<file path="src/rtl/bin_store_pkg.sv">
/* bin store package
   widths, RAM write records, host request and updater state encodings */
package bin_store_pkg;

    localparam int W_VAR       = 12;
    localparam int W_VSTATE    = 30;
    localparam int W_LSTATE    = 30;
    localparam int W_LVL       = 9;
    localparam int W_BIN_ID    = 6;
    localparam int W_ADDR      = 9;
    // two literal bits per variable of an 8-variable bin
    localparam int W_CLAUSE    = 16;
    localparam int W_HOST_ADDR = 12;
    localparam int W_HOST_DATA = 32;

    typedef logic [W_VAR-1:0]    var_id_t;
    typedef logic [W_VSTATE-1:0] vstate_t;
    typedef logic [W_LSTATE-1:0] lstate_t;
    typedef logic [W_LVL-1:0]    lvl_t;
    typedef logic [W_BIN_ID-1:0] bin_id_t;
    typedef logic [W_ADDR-1:0]   addr_t;
    typedef logic [W_CLAUSE-1:0] clause_t;

    // one write into the clause RAM
    typedef struct packed {
        logic    we;
        addr_t   addr;
        clause_t data;
    } clause_wr_t;

    // one write into the variable-state RAM
    typedef struct packed {
        logic    we;
        var_id_t addr;
        vstate_t data;
    } vstate_wr_t;

    // one write into the level-state RAM
    typedef struct packed {
        logic    we;
        lvl_t    addr;
        lstate_t data;
    } lstate_wr_t;

    typedef enum logic [1:0] {SEL_CLAUSE, SEL_VARID, SEL_VSTATE, SEL_LSTATE} ram_sel_e;

    typedef struct packed {
        logic                   en;
        logic                   we;
        ram_sel_e               sel;
        logic [W_HOST_ADDR-1:0] addr;
        logic [W_HOST_DATA-1:0] data;
    } host_req_t;

    typedef enum logic [1:0] {UPD_IDLE, UPD_RUN, UPD_DRAIN, UPD_DONE} upd_state_e;

endpackage

</file>
<file path="src/rtl/bin_port_mux.sv">
/* bin port mux
   hands each RAM port to the updater while busy, otherwise to the host */
`timescale 1ns/100ps

module bin_port_mux
    import bin_store_pkg::*;
(
    input  logic                   clk,
    input  logic                   rst,
    input  logic                   busy_i,
    input  host_req_t              host_req_i,
    input  clause_wr_t             clause_wr_i,
    input  vstate_wr_t             vstate_wr_i,
    input  lstate_wr_t             lstate_wr_i,
    input  addr_t                  varid_raddr_i,
    output logic                   clause_we_o,
    output addr_t                  clause_addr_o,
    output clause_t                clause_wdata_o,
    output logic                   varid_we_o,
    output addr_t                  varid_addr_o,
    output var_id_t                varid_wdata_o,
    output logic                   vstate_we_o,
    output var_id_t                vstate_addr_o,
    output vstate_t                vstate_wdata_o,
    output logic                   lstate_we_o,
    output lvl_t                   lstate_addr_o,
    output lstate_t                lstate_wdata_o,
    input  clause_t                clause_rdata_i,
    input  var_id_t                varid_rdata_i,
    input  vstate_t                vstate_rdata_i,
    input  lstate_t                lstate_rdata_i,
    output logic [W_HOST_DATA-1:0] host_rdata_o
);

    logic     host_wr;
    ram_sel_e rd_sel_q;

    assign host_wr = host_req_i.en && host_req_i.we;

    always_comb begin
        // host defaults, truncated to each RAM
        clause_we_o    = host_wr && (host_req_i.sel == SEL_CLAUSE);
        clause_addr_o  = host_req_i.addr[W_ADDR-1:0];
        clause_wdata_o = host_req_i.data[W_CLAUSE-1:0];
        varid_we_o     = host_wr && (host_req_i.sel == SEL_VARID);
        varid_addr_o   = host_req_i.addr[W_ADDR-1:0];
        varid_wdata_o  = host_req_i.data[W_VAR-1:0];
        vstate_we_o    = host_wr && (host_req_i.sel == SEL_VSTATE);
        vstate_addr_o  = host_req_i.addr;
        vstate_wdata_o = host_req_i.data[W_VSTATE-1:0];
        lstate_we_o    = host_wr && (host_req_i.sel == SEL_LSTATE);
        lstate_addr_o  = host_req_i.addr[W_LVL-1:0];
        lstate_wdata_o = host_req_i.data[W_LSTATE-1:0];
        if (busy_i) begin
            {clause_we_o, clause_addr_o, clause_wdata_o} = clause_wr_i;
            {vstate_we_o, vstate_addr_o, vstate_wdata_o} = vstate_wr_i;
            {lstate_we_o, lstate_addr_o, lstate_wdata_o} = lstate_wr_i;
            // updater only reads the id RAM
            varid_we_o   = 1'b0;
            varid_addr_o = varid_raddr_i;
        end
    end

    // remember which RAM the host read, data comes back next cycle
    always_ff @(posedge clk) begin
        if (!rst) begin
            rd_sel_q <= SEL_CLAUSE;
        end else if (host_req_i.en) begin
            rd_sel_q <= host_req_i.sel;
        end
    end

    always_comb begin
        case (rd_sel_q)
            SEL_CLAUSE: host_rdata_o = W_HOST_DATA'(clause_rdata_i);
            SEL_VARID:  host_rdata_o = W_HOST_DATA'(varid_rdata_i);
            SEL_VSTATE: host_rdata_o = W_HOST_DATA'(vstate_rdata_i);
            default:    host_rdata_o = W_HOST_DATA'(lstate_rdata_i);
        endcase
    end

    // a host write during busy reaches no RAM, only updater writes do
    a_no_host_write_busy: assert property (@(posedge clk) disable iff (!rst)
        busy_i && host_wr |-> !varid_we_o
            && !(clause_we_o && !clause_wr_i.we)
            && !(vstate_we_o && !vstate_wr_i.we)
            && !(lstate_we_o && !lstate_wr_i.we));

endmodule

</file>
<file path="config.mk">
export PLATFORM = sky130hd
export DESIGN_NAME = bin_port_mux
export DESIGN_NICKNAME = d
export VERILOG_FILES = /design/src/rtl/bin_store_pkg.sv /design/src/rtl/bin_port_mux.sv
export SDC_FILE = /design/constraint.sdc
export NUM_CORES = 1
export LEC_CHECK = 0
export CAP_MARGIN = 20
export CORE_AREA = 2 2 164 166
export CTS_CLUSTER_DIAMETER = 100
export DETAILED_ROUTE_END_ITERATION = 10
export DIE_AREA = 0 0 166 168
export DONT_BUFFER_PORTS = 1
export GPL_ROUTABILITY_DRIVEN = 0
export PLACE_DENSITY = 0.3
export SLEW_MARGIN = 20
export SYNTH_ARGS = -nofsm -noshare
export SYNTH_HDL_FRONTEND = slang
export SYNTH_SLANG_ARGS = --single-unit
</file>
<file path="constraint.sdc">
create_clock -name clk -period 1.9 [get_ports clk]
set_input_delay 0.38 -clock clk [delete_from_list [all_inputs] [get_ports clk]]
set_output_delay 0.38 -clock clk [all_outputs]
set_load 0.05 [all_outputs]
</file>
==> results_dict.tcl <==
set metrics [dict create \
    regMostFlops "rd_sel_q" \
    cp_max_fo 7 \
    syn_avg_cell_area_um2 5.54 \
    status "finished clean" \
    p_sw_mw 1.17 \
    area_delta_synth_final_pct 28.8 \
    cts_tree "built" \
    drive_gt1_share_pct 14.8 \
    clockBufferDepth 2 \
    worstPathRequired_ns 1.52 \
    cts_buffers 3 \
    top_regs "rd_sel_q (2)" \
    numClockSinks 2 \
    ys_types 18 \
    multi_input_area_um2 1830 \
    timing.fmax_mhz 548 \
    largest_reg_flops 2 \
    drc 0 \
    initial_core_util_pct 7.90 \
    clockPowerShare_pct 18.4 \
    cp.arrival_ns 1.44 \
    setup-violations-final 0 \
    final_antenna_net_count 0 \
    worstMarginPinSlew_ns 0.564 \
    num_vias 2530 \
    seq_area_um2 43.8 \
    routedWlPerCell_um 16.7 \
    drt_iter0_drc 94 \
    period_needed_ns 1.82 \
    synthTopCellsByArea "nand2_1 (41%), mux4_2 (13%), nand2b_1 (13%)" \
    pwr-share-comb_pct 78.7 \
    nFillCells 3090 \
    io_buffers 0 \
    synth_warnings 0 \
    synth_top_cell_area_share_pct 41.3 \
    dieHeight_um 168 \
    coreArea_um2 26400 \
    syn-cell-area_um2 2080 \
    worstSetupPathType "flip-flop to output pin" \
    clk_latency_ns 0.22 \
    dpl_worst_slack_ns 0.266 \
    clk_pin_slew_worst_paths_ns 0.03 \
    intPower_uw 537 \
    rsz0062_at_grt "false" \
    worstSetupEndpointType "output pin" \
    synth_common_cells "nand2_1 (229), nand2b_1 (42), mux2i_1 (19), buf_2 (18)" \
    drv_cap 0 \
    maxSlewViolCount 0 \
    grt_pass1_vias 2247 \
    dpl.hpwl_um 10500 \
    synth_most_common_cell "nand2_1" \
    fin_util_pct 10.2 \
    gr-usage-all-layers_pct 7.26 \
    ys_seq_elements 2 \
    floorplan.die_area_um2 27900 \
    vdd_drop_max_uv 303 \
    grt_pass1_wl_um 15000 \
    drtPass1Iterations 4 \
    gr-total-overflow 0 \
    antenna_found_initial 2 \
    yosysSeqAreaShare_pct 1.92 \
    p_leak_nw 1.29 \
    synthArstFlopShare_pct 0 \
    routed_wl_um 11900 \
    syn_inst 376 \
    p_sw_share_pct 68.6 \
    cts-root-buf "clkbuf_16" \
    skew_ns 0 \
    seqPwrFrac_pct 2.8 \
    htreeDepth 1 \
    yosysTopAreaCell "nand2_1" \
    vias_per_cell 3.54 \
    fin_crit_sh_pct 96.0 \
    synth_edf_count 0 \
    io_pins 420 \
    power_density_nw_per_um2 637 \
    synthFlopType "dfxtp_1" \
    start_kind "flip-flop" \
    final_area_um2 2680 \
    num_rows 60 \
    grt_max_degree 162 \
    hold_class "input port to flip-flop" \
    slew_headroom_pct 62.3 \
    setup_slack_ns 0.0751 \
    nets 630 \
    dpl_cell_area_um2 2530 \
    hold_violations 0 \
    die_w_um 166 \
]
[timing repair]
item,in CTS,in global routing
setup buffers,0,2
gates resized for setup,0,3
hold buffers,0,0
setup endpoints to repair,0,2
[area by class of cell]
class	instances	share of cell area, %
repair buffers	31	11.1
diodes	2	0.187
flip-flops and latches	2	1.63
clock buffers	3	2.80
well taps	341	15.9
multi-input cells	335	68.4
[cell families after synthesis]
logic type,after synthesis,synth area share [%]
AO/OA/AOI/OAI,8,2.40
AND/OR/NAND/NOR,291,59.6
flip-flops,2,1.92
other,1,0.180
multiplexers,34,23.7
buffers and inverters,40,12.1
[through the flow]
stage / total power, mW / setup TNS [ns] / hold slack (ns) / std cells
floorplan: 1.37 / -0.836 / 0.508 / 377
global placement: 1.39 / 0 / 0.551 / 705
detailed placement: 1.38 / 0 / 0.532 / 705
CTS: 1.71 / 0 / 0.323 / 708
global route: 1.77 / 0 / 0.324 / 713
finish: 1.71 / 0 / 0.312 / 714
[cell usage in the layout, fill, tap and decap left out]
cell type	count
conb_1	2
nand2_1	229
a21boi_0	1
diode_2	2
buf_12	2
nor2b_1	15
mux2i_2	1
nand3_1	4
mux2i_1	18
o31ai_4	2
clkbuf_16	5
mux2_2	3
nand2b_1	42
o31ai_2	1
dfxtp_1	1
nor3_2	1
buf_4	26
dfxtp_4	1
mux4_2	12
o21ai_1	4
buf_6	1
[power by group through the flow]
stage / Sequential [mW] / Combinational (mW) / Clock (mW)
after floorplan: 0.0458 / 1.32 / 0
after global placement: 0.0474 / 1.34 / 0
after detailed placement: 0.0476 / 1.34 / 0
after CTS: 0.0469 / 1.34 / 0.321
after global routing: 0.0488 / 1.39 / 0.329
final: 0.0483 / 1.35 / 0.315
[critical path, cell delays in order, from the launching register on]
cell and delay, ns:
dfxtp_4 0.39, clkbuf_16 0.18, mux4_2 0.66
[layer usage]
metal	track usage [%]	vias to the layer above	part of all wire, %
li1	-	1161	-
met1	7.34	1069	32
met2	14.1	276	53
met3	1.83	24	10
met4	3.10	0	4.4
met5	0	-	0
[path summary, 6_finish.rpt]
path | endpoint | cells after the start | slack [ns] | from
worst max register to register | rd_sel_q[0] | 3 | 0.98 | rd_sel_q[0]
worst min-delay path | rd_sel_q[1] | 1 | 0.31 | rst
worst max-delay path | host_rdata_o[4] | 2 | 0.08 | rd_sel_q[0]
worst min register to register | rd_sel_q[1] | 3 | 0.73 | rd_sel_q[1]
Power figures use the tool's default switching activity.
