<file path="src/rtl/bin_store_pkg.sv">
/* bin store package
   widths, RAM write records, host request and updater state encodings */
package bin_store_pkg;

    localparam int W_VAR       = 12;
    localparam int W_VSTATE    = 30;
    localparam int W_LSTATE    = 30;
    localparam int W_LVL       = 9;
    localparam int W_BIN_ID    = 6;
    localparam int W_ADDR      = 9;
    // two literal bits per variable of an 8-variable bin
    localparam int W_CLAUSE    = 16;
    localparam int W_HOST_ADDR = 12;
    localparam int W_HOST_DATA = 32;

    typedef logic [W_VAR-1:0]    var_id_t;
    typedef logic [W_VSTATE-1:0] vstate_t;
    typedef logic [W_LSTATE-1:0] lstate_t;
    typedef logic [W_LVL-1:0]    lvl_t;
    typedef logic [W_BIN_ID-1:0] bin_id_t;
    typedef logic [W_ADDR-1:0]   addr_t;
    typedef logic [W_CLAUSE-1:0] clause_t;

    // one write into the clause RAM
    typedef struct packed {
        logic    we;
        addr_t   addr;
        clause_t data;
    } clause_wr_t;

    // one write into the variable-state RAM
    typedef struct packed {
        logic    we;
        var_id_t addr;
        vstate_t data;
    } vstate_wr_t;

    // one write into the level-state RAM
    typedef struct packed {
        logic    we;
        lvl_t    addr;
        lstate_t data;
    } lstate_wr_t;

    typedef enum logic [1:0] {SEL_CLAUSE, SEL_VARID, SEL_VSTATE, SEL_LSTATE} ram_sel_e;

    typedef struct packed {
        logic                   en;
        logic                   we;
        ram_sel_e               sel;
        logic [W_HOST_ADDR-1:0] addr;
        logic [W_HOST_DATA-1:0] data;
    } host_req_t;

    typedef enum logic [1:0] {UPD_IDLE, UPD_RUN, UPD_DRAIN, UPD_DONE} upd_state_e;

endpackage

</file>
<file path="src/rtl/update_bin.sv">
/* bin updater
   writes a finished bin back: learnt clauses, variable states and level states */
`timescale 1ns/100ps

module update_bin
    import bin_store_pkg::*;
#(
    parameter int NUM_CLAUSES_A_BIN = 8,
    parameter int NUM_VARS_A_BIN    = 8,
    parameter int NUM_LVLS_A_BIN    = 8
) (
    input  logic                                 clk,
    input  logic                                 rst,
    input  logic                                 start_update_i,
    input  bin_id_t                              update_bin_num_i,
    input  logic                                 local_sat_i,
    input  lvl_t                                 base_lvl_i,
    input  clause_t                              clause_i,
    input  logic [NUM_VARS_A_BIN*W_VSTATE-1:0]   var_states_i,
    input  logic [NUM_LVLS_A_BIN*W_LSTATE-1:0]   lvl_states_i,
    input  var_id_t                              varid_rdata_i,
    output logic [NUM_CLAUSES_A_BIN/2-1:0]       rd_carray_o,
    output addr_t                                varid_raddr_o,
    output clause_wr_t                           clause_wr_o,
    output vstate_wr_t                           vstate_wr_o,
    output lstate_wr_t                           lstate_wr_o,
    output logic                                 busy_o,
    output logic                                 done_update_o
);

    localparam int N_STROBE = NUM_CLAUSES_A_BIN / 2;
    localparam int CNT_W    = 4;
    // counter slots
    localparam int CNT_CLS  = 0;
    localparam int CNT_VAR  = 1;
    localparam int CNT_LVL  = 2;
    localparam int CNT_LIMIT [3] = '{N_STROBE, NUM_VARS_A_BIN, NUM_LVLS_A_BIN};

    upd_state_e                state;
    upd_state_e                state_nxt;
    bin_id_t                   bin_r;
    lvl_t                      base_lvl_r;
    addr_t                     learnt_base;
    addr_t                     var_base;
    logic [CNT_W-1:0]          cnt [3];
    logic                      cnt_done;
    logic                      var_first;
    logic [NUM_VARS_A_BIN-1:0] rd_vars;
    logic [NUM_LVLS_A_BIN-1:0] rd_lvls;
    logic                      wr_busy;
    logic                      wr_busy_q;
    vstate_t                   var_sel;
    lstate_t                   lvl_sel;

    // bins start at 1, learnt clauses go to the upper half
    assign learnt_base = addr_t'((bin_r - 1) * NUM_CLAUSES_A_BIN + 1 + N_STROBE);
    assign var_base    = addr_t'((bin_r - 1) * NUM_VARS_A_BIN + 1);

    assign busy_o        = (state == UPD_RUN) || (state == UPD_DRAIN);
    assign done_update_o = (state == UPD_DONE);

    always_ff @(posedge clk) begin
        if (!rst) begin
            state <= UPD_IDLE;
        end else begin
            state <= state_nxt;
        end
    end

    always_comb begin
        state_nxt = state;
        case (state)
            UPD_IDLE:  if (start_update_i) state_nxt = UPD_RUN;
            UPD_RUN:   if (cnt_done) state_nxt = UPD_DRAIN;
            // wait for the last write plus one settling cycle
            UPD_DRAIN: if (!wr_busy && !wr_busy_q) state_nxt = UPD_DONE;
            default:   state_nxt = UPD_IDLE;
        endcase
    end

    always_ff @(posedge clk) begin
        if (state == UPD_IDLE && start_update_i) begin
            bin_r      <= update_bin_num_i;
            base_lvl_r <= base_lvl_i;
        end
    end

    // step counters for clauses, variable reads and levels
    always_ff @(posedge clk) begin
        for (int i = 0; i < 3; i++) begin
            if (!rst || state != UPD_RUN) begin
                cnt[i] <= '0;
            end else if (cnt[i] != CNT_W'(CNT_LIMIT[i])) begin
                cnt[i] <= cnt[i] + 1'b1;
            end
        end
    end

    always_comb begin
        cnt_done = 1'b1;
        for (int i = 0; i < 3; i++) begin
            if (cnt[i] != CNT_W'(CNT_LIMIT[i])) begin
                cnt_done = 1'b0;
            end
        end
    end

    // one variable-id read per cycle
    always_ff @(posedge clk) begin
        if (state == UPD_RUN && cnt[CNT_VAR] != CNT_W'(NUM_VARS_A_BIN)) begin
            varid_raddr_o <= var_base + addr_t'(cnt[CNT_VAR]);
        end
    end

    // one-hot shifters, clause and level start together
    always_ff @(posedge clk) begin
        if (!rst) begin
            rd_carray_o <= '0;
            rd_lvls     <= '0;
            rd_vars     <= '0;
            var_first   <= 1'b0;
            wr_busy_q   <= 1'b0;
        end else begin
            if (|rd_carray_o) begin
                rd_carray_o <= rd_carray_o << 1;
            end else if (state == UPD_RUN && cnt[CNT_CLS] == '0) begin
                rd_carray_o <= N_STROBE'(1);
            end
            if (|rd_lvls) begin
                rd_lvls <= rd_lvls << 1;
            end else if (state == UPD_RUN && cnt[CNT_LVL] == '0) begin
                rd_lvls <= NUM_LVLS_A_BIN'(1);
            end
            // variable shifter lines up with the id read data
            var_first <= (state == UPD_RUN) && (cnt[CNT_VAR] == '0);
            if (|rd_vars) begin
                rd_vars <= rd_vars << 1;
            end else if (var_first) begin
                rd_vars <= NUM_VARS_A_BIN'(1);
            end
            wr_busy_q <= wr_busy;
        end
    end

    assign wr_busy = (|rd_carray_o) || (|rd_vars) || (|rd_lvls) || var_first;

    // slot select from the flat state vectors
    always_comb begin
        var_sel = '0;
        for (int j = 0; j < NUM_VARS_A_BIN; j++) begin
            if (rd_vars[j]) begin
                var_sel = var_sel | var_states_i[j*W_VSTATE +: W_VSTATE];
            end
        end
    end

    always_comb begin
        lvl_sel = '0;
        for (int j = 0; j < NUM_LVLS_A_BIN; j++) begin
            if (rd_lvls[j]) begin
                lvl_sel = lvl_sel | lvl_states_i[j*W_LSTATE +: W_LSTATE];
            end
        end
    end

    // registered writes, states only on a local SAT result
    always_ff @(posedge clk) begin
        clause_wr_o.data <= clause_i;
        if (rd_carray_o[0]) begin
            clause_wr_o.addr <= learnt_base;
        end else if (|rd_carray_o) begin
            clause_wr_o.addr <= clause_wr_o.addr + 1'b1;
        end
        vstate_wr_o.addr <= varid_rdata_i;
        vstate_wr_o.data <= var_sel;
        lstate_wr_o.data <= lvl_sel;
        if (rd_lvls[0]) begin
            lstate_wr_o.addr <= base_lvl_r + 1'b1;
        end else if (|rd_lvls) begin
            lstate_wr_o.addr <= lstate_wr_o.addr + 1'b1;
        end
        if (!rst) begin
            clause_wr_o.we <= 1'b0;
            vstate_wr_o.we <= 1'b0;
            lstate_wr_o.we <= 1'b0;
        end else begin
            clause_wr_o.we <= |rd_carray_o;
            vstate_wr_o.we <= (|rd_vars) && local_sat_i;
            lstate_wr_o.we <= (|rd_lvls) && local_sat_i;
        end
    end

    a_strobe_onehot: assert property (@(posedge clk) disable iff (!rst)
        $onehot0(rd_carray_o) && $onehot0(rd_vars) && $onehot0(rd_lvls));

    a_done_after_busy: assert property (@(posedge clk) disable iff (!rst)
        done_update_o |-> $past(busy_o));

    a_write_in_busy: assert property (@(posedge clk) disable iff (!rst)
        (clause_wr_o.we || vstate_wr_o.we || lstate_wr_o.we) |-> busy_o);

endmodule

</file>
<file path="config.mk">
export PLATFORM = sky130hd
export DESIGN_NAME = update_bin
export DESIGN_NICKNAME = d
export VERILOG_FILES = /design/src/rtl/bin_store_pkg.sv /design/src/rtl/update_bin.sv
export SDC_FILE = /design/constraint.sdc
export NUM_CORES = 1
export LEC_CHECK = 0
export BUFFER_PORTS_ARGS = -buffer_cell sky130_fd_sc_hd__buf_2
export CAP_MARGIN = 20
export CORE_AREA = 2 2 256 258
export DETAILED_ROUTE_END_ITERATION = 6
export DIE_AREA = 0 0 258 260
export MAX_ROUTING_LAYER = met4
export PLACE_DENSITY = 0.38
export SYNTH_ARGS = -nofsm -noshare
export SYNTH_HDL_FRONTEND = slang
export SYNTH_SLANG_ARGS = --single-unit
</file>
<file path="constraint.sdc">
create_clock -name clk -period 3.1 [get_ports clk]
set_input_delay 0.465 -clock clk [delete_from_list [all_inputs] [get_ports clk]]
set_output_delay 0.465 -clock clk [all_outputs]
set_load 0.01 [all_outputs]
</file>
==> reports/results.md, run 1 <==
• Worst-Skew Late Latency: 0.47 ns
• clock sink count: 169
• fraction of synthesis flops using an asynchronous set or reset pin: 0%
• Post-Route WL: 46000 um
• Syn-to-layout area delta: 63.6%
• Worst Hold Class: in -> reg
• number of core rows: 93
• area of the die: 0.0671 mm^2
• critical path capture point: state[0]$_SDFFE_PN0P_
• width of the die: 258 um
• Data required, critical path: 3.50 ns
• final sum of negative setup slack: 0 ns
• largest cells by area after synthesis: sky130_fd_sc_hd__dfxtp_1, sky130_fd_sc_hd__a22oi_1, sky130_fd_sc_hd__edfxtp_1, sky130_fd_sc_hd__nand4_1, sky130_fd_sc_hd__clkbuf_1
• Max transition margin: 44.6%
• Longest Clk Path Bufs: 2
• Static Leakage: 0.00554 uW
• final period demand of the worst path: 2.24 ns
• arithmetic-cell share of the synthesized area counting full adders, half adders and majority gates: 2.45%
• category of the most critical setup path: reg -> reg
• Remaining DRCs: 2
• clock-pin slew reported for the worst setup and hold paths after clock tree synthesis: 0.08 ns
• unrepaired setup endpoints after global routing: no
• portion of netlist area occupied by mux cells: 0.801%
• met3 track demand over resource: 3.12%
• top flip-flop cell by instance count after synthesis: sky130_fd_sc_hd__dfxtp_1
• data arrival time of the critical path: 2.64 ns
• post-synthesis area per instance: 10.5 um^2
• start of the worst register-to-register path: rd_carray_o[1]$_SDFFE_PN0P_
• Reg2Reg Depth: 5
• CTS H-Tree Depth: 4
• clock tree from TritonCTS: yes
• global-route wire length before repair: 62300 um
• worst supply voltage drop on vdd: 0.333 mV
• setup clock skew after layout: 0.0178 ns
• global-route met1 utilization: 15.1%
• synthesized-area fraction occupied by and/or/nand/nor cells: 12.8%
• most frequent standard cell in the layout excluding fill and tap cells: sky130_fd_sc_hd__buf_2
• number of vias per cell after detailed routing: 4.13
• commonest cells after routing, fill and taps aside: sky130_fd_sc_hd__buf_2, sky130_fd_sc_hd__a22oi_1, sky130_fd_sc_hd__dfxtp_1
• number of buffers inserted by port buffering: 650
• final-report max-slew violation count: 0
• height of the die: 260 um
• Post-Synthesis Cell Area: 0.00765 mm^2
• post-placement setup slack: 0.861 ns
• Max-Cap Viols: 0
• Post-CTS Hold Fix Bufs: 0
• nets in the synthesized netlist: 1268
• Fmax: 446 MHz
• vias in the first global route: 9282
• ratio of total power to cell area: 580 mW/mm^2
• cell chosen for the clock root: sky130_fd_sc_hd__clkbuf_16
• Critical Path Start Type: flop
• busiest metal layer after global routing: met2
• timing startpoint of the critical path: rd_carray_o[1]$_SDFFE_PN0P_
• actual slew at the worst max-slew pin: 0.831 ns
• reg-to-reg critical path endpoint: state[0]$_SDFFE_PN0P_
• met2 Usage GRT: 22.9%
• Finish-stage setup viols: 0
• share of the synthesized netlist area taken by xor and xnor gates: 3.09%
• buffers inserted by post-CTS timing repair: 0
• wire length per cell after detailed routing: 20.7 um
• gr usage total: 13.3%
• pin count of the biggest net entering global routing: 43
• most area-hungry cell type in the Yosys netlist: sky130_fd_sc_hd__dfxtp_1
• ANT nets after route: 0
• endpoint kind of the worst setup timing path: flop
• DRT Pass-1 Iters: 7
• total number of vias: 9206
• complex-gate fraction of the synthesized area: 26.0%
• half-perimeter wire length of the detailed placement result: 36500 um
• number of antenna violations at the first check in global routing: 14
• worst hold slack across all endpoints: 0.0884 ns
• Inserted Clock Buffers: 17
• overall overflow remaining after global route: 0
• placeable core area: 0.0641 mm^2
• r2r setup slk: 0.86 ns
• Nets: 1898
• dominant combinational cell family by area after synthesis: compound AO/OA/AOI/OAI gates
• Tcrit/Tclk final: 72.3%
• post-cts resize count: 0
• result of the run: finished with violations
• synthesized netlist cell count: 726
• I/O pin cnt: 651
• top-area cell type share of the netlist area: 30.1%
• violation count after the first detailed-routing iteration: 712
• filler cell count in the final layout: 7188
• fraction of final layout cells sized beyond drive strength 1: 51.9%
• number of synthesized register bits: 169
• final hold viol count: 0
• Synth cell types: 42
• weighted congestion reported at the end of routability-driven placement: 0.846
• CP Max Fanout: 12
• violated checks: DRC
• number of flops mapped to enable cells by yosys: 54
• yosys warns: 0
• initial core utilization: 11.9%
• part of the Yosys area used for sequential elements: 51.3%
• PnR worst setup slack: 0.860 ns
-- stage by stage --
stage | area (um^2) | utilization [%] | power (uW) | cells
floorplan | 7650 | - | 3980 | 726
global placement | 11900 | 18.6 | 5080 | 2192
detailed placement | 11900 | 18.6 | 5080 | 2192
CTS | 12500 | 19.5 | 7450 | 2224
global route | 12500 | 19.5 | 7700 | 2227
finish | 12500 | 19.5 | 7260 | 2227
-- worst max-delay path, cell delays in order, from the launching register on --
cell,delay (ns)
sky130_fd_sc_hd__dfxtp_1,0.32
sky130_fd_sc_hd__or4_4,0.65
sky130_fd_sc_hd__nand4bb_1,0.26
sky130_fd_sc_hd__o31a_1,0.34
sky130_fd_sc_hd__or4_1,0.47
sky130_fd_sc_hd__a21boi_1,0.14
-- Yosys cell counts, types with 2 or more instances --
| master | count |
|---|---|
| sky130_fd_sc_hd__nand3_1 | 8 |
| sky130_fd_sc_hd__nand2_1 | 16 |
| sky130_fd_sc_hd__clkbuf_1 | 53 |
| sky130_fd_sc_hd__nand4_1 | 60 |
| sky130_fd_sc_hd__xnor2_1 | 17 |
| sky130_fd_sc_hd__nor2b_1 | 6 |
| sky130_fd_sc_hd__nor4_1 | 4 |
| sky130_fd_sc_hd__ha_1 | 15 |
| sky130_fd_sc_hd__nor4_2 | 2 |
| sky130_fd_sc_hd__mux2i_1 | 5 |
| sky130_fd_sc_hd__edfxtp_1 | 54 |
| sky130_fd_sc_hd__nand2b_1 | 5 |
| sky130_fd_sc_hd__xor2_1 | 10 |
| sky130_fd_sc_hd__nand3b_1 | 5 |
| sky130_fd_sc_hd__a32oi_1 | 2 |
| sky130_fd_sc_hd__dfxtp_1 | 115 |
| sky130_fd_sc_hd__and2_2 | 2 |
| sky130_fd_sc_hd__a21oi_1 | 12 |
| sky130_fd_sc_hd__o21ai_0 | 3 |
| sky130_fd_sc_hd__nor3_1 | 6 |
| sky130_fd_sc_hd__inv_1 | 17 |
| sky130_fd_sc_hd__buf_1 | 3 |
| sky130_fd_sc_hd__nor2_1 | 19 |
| sky130_fd_sc_hd__and2_1 | 19 |
| sky130_fd_sc_hd__a22oi_1 | 241 |
| sky130_fd_sc_hd__a32o_1 | 2 |
| sky130_fd_sc_hd__and3_1 | 10 |
-- flip-flops by register name (all words and copies together) (netlist names) --
| signal | cells |
|---|---|
| rd_vars | 8 |
| varid_raddr_o | 9 |
| base_lvl_r | 9 |
| state | 2 |
| rd_lvls | 8 |
| cnt | 12 |
| var_first | 1 |
| lstate_wr_o | 40 |
| wr_busy_q | 1 |
| bin_r | 6 |
| rd_carray_o | 4 |
| clause_wr_o | 26 |
| vstate_wr_o | 43 |
-- kinds of logic after synthesis --
family | count (synthesis)
AOI/OAI and AO/OA | 269
and+or+nand+nor | 167
buffers and inverters | 73
DFF | 169
xor gates and xnor gates | 27
muxes | 6
adders and majority gates | 15
-- final cells by class --
| type | count | area (um^2) | share of cell area [%] |
|---|---|---|---|
| antenna | 3 | 7.51 | 0.0600 |
| clock buffer | 17 | 425 | 3.40 |
| clock inverter | 15 | 183 | 1.46 |
| inverter | 17 | 63.8 | 0.510 |
| multi-input combinational | 484 | 3450 | 27.6 |
| sequential | 169 | 3930 | 31.4 |
| tap | 855 | 1070 | 8.55 |
| timing repair buffer | 667 | 3380 | 27.0 |
-- layer usage --
layer | vias up | share of wire, %
met4 | 0 | 2.3
met5 | - | 0
met1 | 4385 | 39
met3 | 72 | 7.3
met2 | 586 | 51
li1 | 4163 | -
-- worst min path at each step --
stage | slack (ns) | depth (start not counted) | start | to
2_1_floorplan | 0.41 | 2 | var_first$_SDFF_PN0_ | rd_vars[0]$_SDFFE_PP0P_
3_3_place_gp | 0.47 | 2 | var_first$_SDFF_PN0_ | rd_vars[0]$_SDFFE_PP0P_
3_5_place_dp | 0.46 | 2 | var_first$_SDFF_PN0_ | rd_vars[0]$_SDFFE_PP0P_
4_1_cts | 0.02 | 1 | clause_i[14] | clause_wr_o[14]$_DFF_P_
5_1_grt | 0.04 | 1 | clause_i[14] | clause_wr_o[14]$_DFF_P_
6_report | 0.09 | 1 | clause_i[14] | clause_wr_o[14]$_DFF_P_
-- report_power, final --
part           switching [uW]  internal (uW)
Clock                    1110           1160
Sequential                228           2780
Combinational            1120            859
(Power assumes the default switching activity.)
==> run 2: changes to the inputs <==
CORE_AREA = 2 2 255 257   (was 2 2 256 258)
DIE_AREA = 0 0 257 259   (was 0 0 258 260)
PLACE_DENSITY = 0.39   (was 0.38)
clock period = 1.8 ns   (was 3.1 ns; I/O delays follow)
==> reports/results.md, run 2 (synthesized netlist as in run 1, its figures left out) <==
• Power Internal: 8720 uW
• utilization after layout: 24.6%
• Longest Clk Path Bufs: 2
• P_sw: 4460 uW
• placeable core area: 0.0639 mm^2
• half-perimeter wire length of the detailed placement result: 33500 um
• fraction of final layout cells sized beyond drive strength 1: 44.1%
• Post-Route WL: 45800 um
• final hold viol count: 0
• CTS H-Tree Depth: 4
• pin count of the biggest net entering global routing: 32
• endpoint kind of the worst setup timing path: flop
• DRT Pass-1 Iters: 5
• Syn-to-layout area delta: 106%
• actual slew at the worst max-slew pin: 0.533 ns
• gr usage total: 13.5%
• clock sink count: 169
• overall overflow remaining after global route: 0
• unrepaired setup endpoints after global routing: yes
• Inserted Clock Buffers: 17
• global-route wire length before repair: 64900 um
• I/O pin cnt: 651
• wire length per cell after detailed routing: 17.9 um
• final-report max-slew violation count: 0
• clock-pin slew reported for the worst setup and hold paths after clock tree synthesis: 0.08 ns
• Max transition margin: 64.4%
• area of the die: 0.0666 mm^2
• PnR worst setup slack: -0.163 ns
• Fmax: 509 MHz
• Final Instance Area: 0.0157 mm^2
• commonest cells after routing, fill and taps aside: sky130_fd_sc_hd__buf_2, sky130_fd_sc_hd__dlygate4sd3_1, sky130_fd_sc_hd__a22oi_1
• vias in the first global route: 10873
• violated checks: setup timing
• clock tree from TritonCTS: yes
• height of the die: 259 um
• worst supply voltage drop on vdd: 0.632 mV
• violation count after the first detailed-routing iteration: 732
• weighted congestion reported at the end of routability-driven placement: 0.928
• category of the most critical setup path: reg -> reg
• post-place instance area: 0.0121 mm^2
• number of standard cells in the layout, taps in and fillers out: 2553
• number of antenna violations at the first check in global routing: 7
• Reg2Reg Depth: 5
• initial core utilization: 12.0%
• share of power burned in the clock network: 29.1%
• ratio of total power to cell area: 838 mW/mm^2
• number of core rows: 93
• final period demand of the worst path: 1.96 ns
• # placed instances: 2219
• register name with the most flops: vstate_wr_o
• ANT nets after route: 0
• Max-Cap Viols: 0
• registers with the most flip-flops: vstate_wr_o: 43 flops, lstate_wr_o: 40 flops, clause_wr_o: 26 flops
• portion of total power attributed to sequential cells: 39.0%
• Cells on Worst Hold Path: 3
• final sum of negative setup slack: -0.166 ns
• Critical Path Start Type: flop
• setup clock skew after layout: 0.0361 ns
• worst hold slack across all endpoints: 0.0429 ns
• combinational share of power: 32.0%
• total number of vias: 10596
• Remaining DRCs: 0
• fraction of power spent switching nets: 33.8%
• most frequent standard cell in the layout excluding fill and tap cells: sky130_fd_sc_hd__buf_2
• Data required, critical path: 2.22 ns
• result of the run: finished with violations
• number of flip-flops in the largest register: 43
• Finish-stage setup viols: 2
• CP Max Fanout: 2
• Worst-Skew Late Latency: 0.49 ns
• Tcrit/Tclk final: 109%
• number of buffers inserted by port buffering: 650
• Static Leakage: 0.00671 uW
• width of the die: 257 um
• Worst Hold Class: in -> reg
• Nets: 2222
• number of vias per cell after detailed routing: 4.15
• data arrival time of the critical path: 2.38 ns
• cell chosen for the clock root: sky130_fd_sc_hd__clkbuf_16
-- run 2: area by class of cell --
cell class,count,area [um^2]
Antenna cell,5,12.5
Clock buffer,17,425
Clock inverter,15,156
Fill cell,6928,48200
Inverter,17,63.8
Multi-Input combinational cell,484,3480
Sequential cell,169,3930
Tap cell,855,1070
Timing Repair Buffer,991,6580
-- run 2: layer usage --
metal,track usage (%),wire [um]
met2,21.9,22500
met5,-,0
met1,15.7,18200
met3,3.38,3600
met4,5.96,1490
-- run 2: metrics by stage --
step,power [uW],setup WS [ns]
4_1_cts,13500,-0.195
3_3_place_gp,8950,-0.182
2_1_floorplan,6900,-0.262
3_5_place_dp,8950,-0.180
5_1_grt,14000,-0.241
6_report,13200,-0.163
-- run 2: repair_timing --
item,in CTS,in global routing
hold buffers,296,0
gates resized for setup,1,7
gates cloned,0,0
pin swaps,0,0
hold endpoints to repair,95,0
buffers inserted,0,1
endpoints found under the setup margin,4,15
-- run 2: worst paths after layout --
kind	startpoint	to	slack [ns]
setup / recovery	rd_carray_o[3]$_SDFFE_PN0P_	state[0]$_SDFFE_PN0P_	-0.16
hold / removal	lvl_states_i[159]	lstate_wr_o[9]$_DFF_P_	0.04
setup reg to reg	rd_carray_o[3]$_SDFFE_PN0P_	state[0]$_SDFFE_PN0P_	-0.16
hold reg to reg	var_first$_SDFF_PN0_	rd_vars[0]$_SDFFE_PP0P_	0.48
-- run 2: power by group through the flow --
stage	clock network [uW]	logic, uW	registers, uW
floorplan	0	1490	5410
global placement	0	3720	5230
detailed placement	0	3710	5230
CTS	4110	4220	5150
global route	4190	4580	5230
finish	3830	4210	5130
-- run 2: worst max-delay path, stage by stage (launching register included) --
cell and delay, ns:
sky130_fd_sc_hd__dfxtp_2 0.32, sky130_fd_sc_hd__or4_4 0.53, sky130_fd_sc_hd__nand4bb_1 0.21, sky130_fd_sc_hd__o31a_1 0.27, sky130_fd_sc_hd__or4_1 0.47, sky130_fd_sc_hd__a21boi_1 0.12
